File: src/qla_defines.svh
/* motor-axis core constants
   address map, register offsets, field widths and safety limits */
`ifndef QLA_DEFINES_SVH
`define QLA_DEFINES_SVH

// ------------------------------------------------------------
// widths
`define QLA_NUM_AXES    4           // axes 1..4
`define REG_AW          16          // host address bus
`define REG_DW          32          // host data bus
`define CUR_W           16          // dac / adc word
`define ENC_W           24          // quadrature counter

// ------------------------------------------------------------
// address map
`define ADDR_SPACE_MAIN 4'h0        // addr[15:12], board registers
`define CHAN_BOARD      4'h0        // addr[7:4], channel 0 is the board

// offsets within a channel, addr[3:0]
`define OFF_STATUS      4'h0        // channel 0 only
`define OFF_ADC_DATA    4'h0        // axes
`define OFF_DAC_CTRL    4'h1
`define OFF_ENC_LOAD    4'h4
`define OFF_ENC_DATA    4'h5

// ------------------------------------------------------------
// current and safety
`define CUR_MID         16'h8000    // zero current, offset binary
`define SAFETY_MARGIN   16'h0100    // slack on top of 2x command
`define SAFETY_CYCLES   8           // consecutive over-limit cycles to trip
`define STATUS_PWR_BIT  19          // power enable in status word

`endif

File: src/qla_pkg.sv
/* shared types for the motor-axis core
   register bus words, per-axis vectors and the safety FSM states */
`include "qla_defines.svh"

package qla_pkg;

    // plain vectors
    typedef logic [`REG_AW-1:0]       reg_addr_t;
    typedef logic [`REG_DW-1:0]       reg_data_t;
    typedef logic [`CUR_W-1:0]        cur_t;         // offset binary
    typedef logic [`ENC_W-1:0]        enc_count_t;
    typedef logic [`QLA_NUM_AXES-1:0] axis_mask_t;   // bit 0 is axis 1
    typedef logic [3:0]               board_id_t;
    typedef logic [3:0]               chan_t;        // addr[7:4]
    typedef logic [3:0]               off_t;         // addr[3:0]

    // one host write, sampled on the clock edge
    typedef struct packed {
        logic      wen;
        reg_addr_t waddr;
        reg_data_t wdata;
    } reg_wr_t;

    // four currents, axis 4 in the top bits
    typedef struct packed {
        cur_t ax4;
        cur_t ax3;
        cur_t ax2;
        cur_t ax1;
    } cur_vec_t;

    // raw encoder pins
    typedef struct packed {
        axis_mask_t a;
        axis_mask_t b;
    } enc_pins_t;

    typedef enum logic [1:0] {
        SAFE_OK,
        SAFE_COUNT,
        SAFE_TRIP
    } safe_state_t;

    // write hit on main space, given channel and offset
    function automatic logic reg_hit(reg_wr_t wr, chan_t chan, off_t off);
        return wr.wen && (wr.waddr[15:12] == `ADDR_SPACE_MAIN) &&
               (wr.waddr[7:4] == chan) && (wr.waddr[3:0] == off);
    endfunction

endpackage

File: src/dac_cmd_regs.sv
/* current command registers, one per axis
   written by the host, read back through the top level mux */
`include "qla_defines.svh"

module dac_cmd_regs import qla_pkg::*; (
    input  logic     sysclk,
    input  logic     rst,
    input  reg_wr_t  reg_wr,      // host write
    output cur_vec_t cur_cmd      // dac setpoints, axis 4..1
);

    // ------------------------------------------------------------
    // command storage, index is the channel number
    cur_t [`QLA_NUM_AXES:1] cmd_q;

    always_ff @(posedge sysclk) begin
        if (rst) begin
            for (int i = 1; i <= `QLA_NUM_AXES; i++) begin
                cmd_q[i] <= `CUR_MID;          // zero current
            end
        end else begin
            // each axis decodes its own channel
            for (int i = 1; i <= `QLA_NUM_AXES; i++) begin
                if (reg_hit(reg_wr, chan_t'(i), `OFF_DAC_CTRL)) begin
                    cmd_q[i] <= reg_wr.wdata[`CUR_W-1:0];   // low half only
                end
            end
        end
    end

    // packed array lines up with the struct, ax4 on top
    assign cur_cmd = cmd_q;

endmodule

File: src/enc_quad.sv
/* quadrature decoder for one axis
   two-flop pin sync, 4x decode, host preload of the 24-bit count */
`include "qla_defines.svh"

module enc_quad import qla_pkg::*; #(
    parameter int AXIS = 1             // channel this counter answers to
) (
    input  logic       sysclk,
    input  logic       rst,
    input  reg_wr_t    reg_wr,
    input  logic       a,              // raw pin, async
    input  logic       b,              // raw pin, async
    output enc_count_t count,
    output enc_count_t preload         // last value written to OFF_ENC_LOAD
);

    // ------------------------------------------------------------
    // pin synchronizer
    logic [1:0] sync_a;                // [1] is the settled stage
    logic [1:0] sync_b;
    logic       cur_a;
    logic       cur_b;
    logic       prev_a;                // settled pins one cycle back
    logic       prev_b;
    logic       step;
    logic       up;
    logic       load;

    always_ff @(posedge sysclk) begin
        sync_a <= {sync_a[0], a};
        sync_b <= {sync_b[0], b};
    end

    assign cur_a = sync_a[1];
    assign cur_b = sync_b[1];

    // ------------------------------------------------------------
    // decode
    // exactly one line moved, a double move drops out here
    assign step = (cur_a ^ prev_a) ^ (cur_b ^ prev_b);
    // a leading b gives 00 10 11 01, all with a != old b
    assign up   = cur_a ^ prev_b;

    assign load = reg_hit(reg_wr, chan_t'(AXIS), `OFF_ENC_LOAD);

    always_ff @(posedge sysclk) begin
        // follows the pins through reset, no false step after it
        prev_a <= cur_a;
        prev_b <= cur_b;
        if (rst) begin
            count   <= '0;
            preload <= '0;
        end else if (load) begin           // preload beats a step
            preload <= reg_wr.wdata[`ENC_W-1:0];
            count   <= reg_wr.wdata[`ENC_W-1:0];
        end else if (step) begin
            count   <= up ? count + 1'b1 : count - 1'b1;   // wraps
        end
    end

endmodule

File: src/safety_check.sv
/* runaway-current check for one axis
   latches an amplifier disable when feedback outruns the command */
`include "qla_defines.svh"

module safety_check import qla_pkg::*; (
    input  logic sysclk,
    input  logic rst,
    input  cur_t cur_fb,              // adc feedback
    input  cur_t cur_cmd,             // dac command
    input  logic clear,               // from the status write
    output logic amp_disable          // latched trip
);

    localparam int CNT_W = $clog2(`SAFETY_CYCLES + 1);

    // ------------------------------------------------------------
    // deviations from zero current
    cur_t              fb_dev;
    cur_t              cmd_dev;
    logic [`CUR_W+1:0] limit;         // 2x command plus margin, no overflow
    logic              over;

    assign fb_dev  = (cur_fb  >= `CUR_MID) ? cur_fb  - `CUR_MID : `CUR_MID - cur_fb;
    assign cmd_dev = (cur_cmd >= `CUR_MID) ? cur_cmd - `CUR_MID : `CUR_MID - cur_cmd;

    assign limit = {1'b0, cmd_dev, 1'b0} + (`CUR_W+2)'(`SAFETY_MARGIN);
    assign over  = {2'b00, fb_dev} > limit;     // equal is still fine

    // ------------------------------------------------------------
    // FSM, counts consecutive over cycles
    safe_state_t      state;
    logic [CNT_W-1:0] cnt;

    always_ff @(posedge sysclk) begin
        if (rst) begin
            state <= SAFE_OK;
            cnt   <= '0;
        end else begin
            unique case (state)
                SAFE_OK: begin
                    if (over) begin
                        state <= SAFE_COUNT;
                        cnt   <= CNT_W'(1);    // first over cycle seen
                    end
                end
                SAFE_COUNT: begin
                    if (!over) begin
                        state <= SAFE_OK;      // run broken
                    end else if (cnt == CNT_W'(`SAFETY_CYCLES - 1)) begin
                        state <= SAFE_TRIP;
                    end else begin
                        cnt <= cnt + 1'b1;
                    end
                end
                SAFE_TRIP: begin
                    if (clear) begin
                        state <= SAFE_OK;      // host acknowledged
                    end
                end
                default: state <= SAFE_OK;
            endcase
        end
    end

    assign amp_disable = (state == SAFE_TRIP);

endmodule

File: src/board_regs.sv
/* channel-0 board register
   power enable, amplifier request mask and the packed status word */
`include "qla_defines.svh"

module board_regs import qla_pkg::*; (
    input  logic       sysclk,
    input  logic       rst,
    input  reg_wr_t    reg_wr,
    input  board_id_t  board_id,        // rotary switch
    input  axis_mask_t safety_disable,  // latched trips, bit 0 is axis 1
    output reg_data_t  status,
    output axis_mask_t amp_enable,
    output logic       pwr_enable,
    output logic       safety_clear     // one cycle after a status write
);

    // ------------------------------------------------------------
    // host write
    axis_mask_t amp_req;                // requested amps
    logic       status_wr;

    assign status_wr = reg_hit(reg_wr, `CHAN_BOARD, `OFF_STATUS);

    always_ff @(posedge sysclk) begin
        if (rst) begin
            amp_req      <= '0;
            pwr_enable   <= 1'b0;
            safety_clear <= 1'b0;
        end else begin
            if (status_wr) begin
                amp_req    <= reg_wr.wdata[`QLA_NUM_AXES-1:0];
                pwr_enable <= reg_wr.wdata[`STATUS_PWR_BIT];
            end
            // any status write also acks the safety latches
            safety_clear <= status_wr;
        end
    end

    // ------------------------------------------------------------
    // amplifier enables
    // a trip drops its amp in the same cycle
    assign amp_enable = amp_req & {`QLA_NUM_AXES{pwr_enable}} & ~safety_disable;

    // ------------------------------------------------------------
    // status word
    always_comb begin
        status                  = '0;
        status[3:0]             = amp_enable;      // actual
        status[7:4]             = amp_req;         // requested
        status[11:8]            = safety_disable;
        status[`STATUS_PWR_BIT] = pwr_enable;
        status[27:24]           = board_id;
    end

endmodule

File: src/qla_top.sv
/* four-axis motor core top level
   dac commands, encoders, safety checks, board register and read mux */
`include "qla_defines.svh"

module qla_top import qla_pkg::*; (
    input  logic       sysclk,
    input  logic       rst,
    input  reg_wr_t    reg_wr,          // host write strobe, addr, data
    input  reg_addr_t  reg_raddr,       // host read address
    input  cur_vec_t   cur_fb,          // adc results
    input  enc_pins_t  enc,             // quadrature pins
    input  board_id_t  board_id,
    output reg_data_t  reg_rdata,       // combinational read data
    output cur_vec_t   cur_cmd,         // dac setpoints
    output axis_mask_t amp_enable,
    output logic       pwr_enable,
    output axis_mask_t safety_disable
);

    // ------------------------------------------------------------
    // per-axis views, index is the channel
    cur_t       [`QLA_NUM_AXES:1] fb_arr;
    cur_t       [`QLA_NUM_AXES:1] cmd_arr;
    enc_count_t [`QLA_NUM_AXES:1] count_arr;
    enc_count_t [`QLA_NUM_AXES:1] preload_arr;
    reg_data_t                    status;
    logic                         safety_clear;

    assign fb_arr  = cur_fb;
    assign cmd_arr = cur_cmd;

    dac_cmd_regs u_dac (
        .sysclk (sysclk),
        .rst    (rst),
        .reg_wr (reg_wr),
        .cur_cmd(cur_cmd)
    );

    for (genvar i = 1; i <= `QLA_NUM_AXES; i++) begin : g_axis
        enc_quad #(.AXIS(i)) u_enc (
            .sysclk (sysclk),
            .rst    (rst),
            .reg_wr (reg_wr),
            .a      (enc.a[i-1]),
            .b      (enc.b[i-1]),
            .count  (count_arr[i]),
            .preload(preload_arr[i])
        );

        safety_check u_safe (
            .sysclk     (sysclk),
            .rst        (rst),
            .cur_fb     (fb_arr[i]),
            .cur_cmd    (cmd_arr[i]),
            .clear      (safety_clear),
            .amp_disable(safety_disable[i-1])
        );
    end

    board_regs u_chan0 (
        .sysclk        (sysclk),
        .rst           (rst),
        .reg_wr        (reg_wr),
        .board_id      (board_id),
        .safety_disable(safety_disable),
        .status        (status),
        .amp_enable    (amp_enable),
        .pwr_enable    (pwr_enable),
        .safety_clear  (safety_clear)
    );

    // ------------------------------------------------------------
    // read mux: space, then channel, then offset
    chan_t rd_chan;
    off_t  rd_off;

    assign rd_chan = reg_raddr[7:4];
    assign rd_off  = reg_raddr[3:0];

    always_comb begin
        reg_rdata = '0;                         // unmapped reads 0
        if (reg_raddr[15:12] == `ADDR_SPACE_MAIN) begin
            if (rd_chan == `CHAN_BOARD) begin
                if (rd_off == `OFF_STATUS) reg_rdata = status;
            end else if (rd_chan <= `QLA_NUM_AXES) begin
                case (rd_off)
                    `OFF_ADC_DATA: reg_rdata = reg_data_t'(fb_arr[rd_chan]);
                    `OFF_DAC_CTRL: reg_rdata = reg_data_t'(cmd_arr[rd_chan]);
                    `OFF_ENC_LOAD: reg_rdata = reg_data_t'(preload_arr[rd_chan]);
                    `OFF_ENC_DATA: reg_rdata = reg_data_t'(count_arr[rd_chan]);
                    default:       reg_rdata = '0;
                endcase
            end
        end
    end

endmodule

File: config.mk
export PLATFORM = sky130hd
export DESIGN_NAME = qla_top
export DESIGN_NICKNAME = d
export VERILOG_FILES = /design/src/qla_pkg.sv /design/src/dac_cmd_regs.sv /design/src/enc_quad.sv /design/src/safety_check.sv /design/src/board_regs.sv /design/src/qla_top.sv
export VERILOG_INCLUDE_DIRS = /design/src
export SDC_FILE = /design/constraint.sdc
export NUM_CORES = 1
export LEC_CHECK = 0
export BUFFER_PORTS_ARGS = -buffer_cell sky130_fd_sc_hd__clkbuf_2
export CORE_MARGIN = 3
export CORE_UTILIZATION = 40
export DETAILED_ROUTE_END_ITERATION = 10
export PLACE_DENSITY = 0.56
export SLEW_MARGIN = 10
export SYNTH_ARGS = -nofsm -noshare
export SYNTH_HDL_FRONTEND = slang
export SYNTH_HIERARCHICAL = 1
export SYNTH_SLANG_ARGS = --single-unit
File: constraint.sdc
create_clock -name sysclk -period 8.1 [get_ports sysclk]
set_clock_uncertainty 0.2 [all_clocks]
set_input_delay 1.215 -clock sysclk [delete_from_list [all_inputs] [get_ports sysclk]]
set_output_delay 1.215 -clock sysclk [all_outputs]
set_load 0.05 [all_outputs]
==> flow_metrics.tcl <==
set metrics [dict create \
    status "completed" \
    maxCapViolations 0 \
    gr-usage-all-layers 0.276 \
    die_w_um 261 \
    wl_per_cell_um 22.9 \
    place_area_sq_um 27300 \
    fin_crit_ns 5.97 \
    ios 248 \
    cts_root_buf "clkbuf_16" \
    grt_overflow_total 0 \
    synth_cell_types 109 \
    cts_buffers 40 \
    grt_pass1_wl_um 148000 \
    worstPathArrival_ns 4.56 \
    finalSetupViolCount 0 \
    r2r_setup_slack_ns 3.30 \
    synth-seq-cells 310 \
    fin_tns_setup_ns 0 \
    peakVddDrop_mv 0.175 \
    clk_pin_slew_ns 0.05 \
    die_area_sq_um 68400 \
    crit_required_ns 6.68 \
    cp.buffers_inverters 3 \
    cts_tree "yes" \
    reg2reg_depth 15 \
    max-slew-margin-rel 0.237 \
    slowest_stage "nor3b_4" \
    p_per_area_nw_per_um2 204 \
    synth_compound_area_frac 0.191 \
    gp_congestion 0.977 \
    drt_pass1_iterations 8 \
    drive_gt1_frac 0.150 \
    vias_per_cell 6.14 \
    cts_hold_buf 0 \
    ctsHtreeMaxLevel 2 \
    finalHoldViolations 0 \
    crit_type "input port to output pin" \
    vias 26429 \
    synthMuxAreaShare 0.0871 \
    port_buffers 227 \
    synth_area_sq_um 26100 \
    async_flop_share 0 \
    nNetsFinal 3647 \
    worstSetupEndpointType "output pin" \
    clk_path_buf_depth 3 \
    finalMaxSlewViolations 0 \
    worstReg2RegEnd "g_axis[3].u_safe/cnt[1]" \
    initial_utilization 0.405 \
    fin_util 0.446 \
    critPathTopFamily "buffers and inverters" \
    clk-insertion-delay-late_ns 0.57 \
    synth_adder_area_share 0.0383 \
    timing.rr.start "u_dac/cur_cmd[37]" \
    tightest_slew_ns 1.13 \
    synth-seq-area-share 0.238 \
    endpoint "reg_rdata[15]" \
    start_kind "input port" \
    antenna_found_initial 3 \
    crit_path_start "reg_raddr[4]" \
    synth_ff_type "dfxtp_1" \
    final_common_cell "nand2_1" \
    ys_warn_count 6 \
    rows 93 \
    clkSinkCount 310 \
    syn_to_final_growth_pct 10.0 \
    hold_path_class "flip-flop to flip-flop" \
    mostFrequentLayoutCells "372 x nand2_1, 310 x dfxtp_1, 274 x nor2_1" \
    core_area_sq_um 64500 \
    path_depth 8 \
    fmaxAchievable_ghz 0.167 \
    synthCells 3394 \
    power.leakage_nw 10.9 \
    synth_xor_area_frac 0.0650 \
    rsz0062_at_grt "false" \
    layout_worst_path_cycle_share 0.738 \
    critPathMostFrequentCell "clkbuf_2" \
    grt_pass1_vias 23880 \
    synth-edff-count 0 \
    cp_cell_sequence "clkbuf_2, nor3b_4, buf_4, a222oi_1, o22ai_1, a311oi_1, o21ai_1, clkbuf_2" \
    drtIter0Drc 2848 \
    ctsResizeCount 0 \
    slowest_delay_ns 1.04 \
    antenna_left 0 \
    drcViolationCount 0 \
    grt_max_degree 153 \
    cp_max_fo 24 \
    die_h_um 261 \
    hpwl_um 71900 \
    post-cts-setup-buffer-count 0 \
    drt-total-wl_um 98700 \
    holdWs_ns 0.124 \
    synth_area_per_cell_sq_um 7.69 \
    synth_top_family_by_area "simple AND/OR/NAND/NOR gates" \
    final_cell_area_sq_um 28700 \
    yosys.area_share.simple 0.317 \
]
## state kept, by name, summed over array words and instances, names as in the netlist
| register | flops |
|---|---|
| g_axis.u_enc/prev_b | 4 |
| g_axis.u_enc/count | 96 |
| g_axis.u_enc/prev_a | 4 |
| u_chan0/amp_req | 4 |
| g_axis.u_enc/sync_a | 8 |
| u_dac/cur_cmd | 64 |
| u_chan0/pwr_enable | 1 |
| u_chan0/safety_clear | 1 |
| g_axis.u_enc/preload | 96 |
| g_axis.u_safe/cnt | 16 |
| g_axis.u_enc/sync_b | 8 |
| g_axis.u_safe/state | 8 |
## power breakdown
part	internal, mW	total (mW)	switching (mW)
Clock	1.14	1.88	0.732
Sequential	1.66	2.09	0.428
Combinational	0.828	1.90	1.08
## stage by stage
stage	power (mW)	setup WS [ns]	std cells
after floorplan	3.45	3.26	3408
after global placement	3.97	2.33	4237
after detailed placement	3.97	2.36	4237
after CTS	5.87	2.36	4306
after global routing	6.18	2.10	4306
final	5.87	2.13	4307
## logic make-up after synthesis
| logic type | after synthesis |
|---|---|
| and+or+nand+nor | 1523 |
| AOI/OAI and AO/OA | 726 |
| buffers and inverters | 347 |
| DFF | 310 |
| muxes | 215 |
| xor gates and xnor gates | 192 |
| adders and majority gates | 80 |
| other | 1 |
## cell usage after synthesis, types with 25 or more instances
| master | count | area (sq um) |
|---|---|---|
| nor4_1 | 68 | 425 |
| a222oi_1 | 32 | 320 |
| a21oi_1 | 219 | 1100 |
| a21o_1 | 28 | 210 |
| and3_1 | 44 | 275 |
| a311oi_1 | 26 | 228 |
| o21ai_0 | 97 | 485 |
| nand4_1 | 84 | 526 |
| buf_2 | 49 | 245 |
| or3_1 | 55 | 344 |
| and2_1 | 25 | 156 |
| clkbuf_1 | 170 | 638 |
| a32oi_1 | 39 | 342 |
| nor2_1 | 274 | 1030 |
| o22ai_1 | 46 | 288 |
| mux2i_1 | 157 | 1570 |
| a31oi_1 | 43 | 269 |
| mux2_2 | 47 | 529 |
| nor2b_1 | 34 | 213 |
| dfxtp_1 | 310 | 6210 |
| inv_1 | 51 | 191 |
| nand2_1 | 372 | 1400 |
| xor2_1 | 80 | 701 |
| nand2b_1 | 92 | 576 |
| buf_4 | 31 | 233 |
| ha_1 | 80 | 1000 |
| nor3b_1 | 46 | 345 |
| or4_1 | 55 | 413 |
| xnor2_1 | 110 | 963 |
| nor3_1 | 136 | 681 |
| nand3_1 | 93 | 465 |
## worst reg2reg max path, stage by stage (launching register included)
cell and delay [ns]:
dfxtp_1 0.41, nor4_2 0.58, and2_1 0.36, nor2_1 0.08, xnor2_1 0.27, ha_1 0.24, or2b_2 0.33, nor2_1 0.14
xnor2_1 0.09, ha_1 0.30, nand3_1 0.12, a311oi_1 0.25, nor4_1 0.12, nor4_1 0.66, nand3_1 0.23, a32o_1 0.31
## area by class of cell
class | count | area, sq um
Fill cell | 6662 | 35700
Multi-Input combinational cell | 2751 | 18400
Sequential cell | 310 | 6210
Timing Repair Buffer | 270 | 1480
Clock buffer | 56 | 1180
Tap cell | 855 | 1070
Inverter | 51 | 191
Clock inverter | 13 | 186
Antenna cell | 1 | 2.50
## per-layer routing
layer | track usage | share of wire | vias up
li1 | - | - | 12628
met1 | 0.356 | 0.42 | 12538
met2 | 0.460 | 0.47 | 1043
met3 | 0.0382 | 0.071 | 218
met4 | 0.120 | 0.048 | 2
met5 | 0 | 0.00014 | -
## worst min path at each step
stage / startpoint / endpoint / cells past startpoint
finish: g_axis[1].u_enc/sync_b[0] / g_axis[1].u_enc/sync_b[1] / 0
global placement: g_axis[3].u_enc/sync_a[0] / g_axis[3].u_enc/sync_a[1] / 0
CTS: g_axis[4].u_enc/sync_b[0] / g_axis[4].u_enc/sync_b[1] / 0
detailed placement: g_axis[2].u_enc/sync_a[0] / g_axis[2].u_enc/sync_a[1] / 0
global route: g_axis[4].u_enc/sync_b[0] / g_axis[4].u_enc/sync_b[1] / 0
floorplan: g_axis[1].u_enc/sync_a[0] / g_axis[1].u_enc/sync_a[1] / 0
Power figures use the tool's default switching activity.
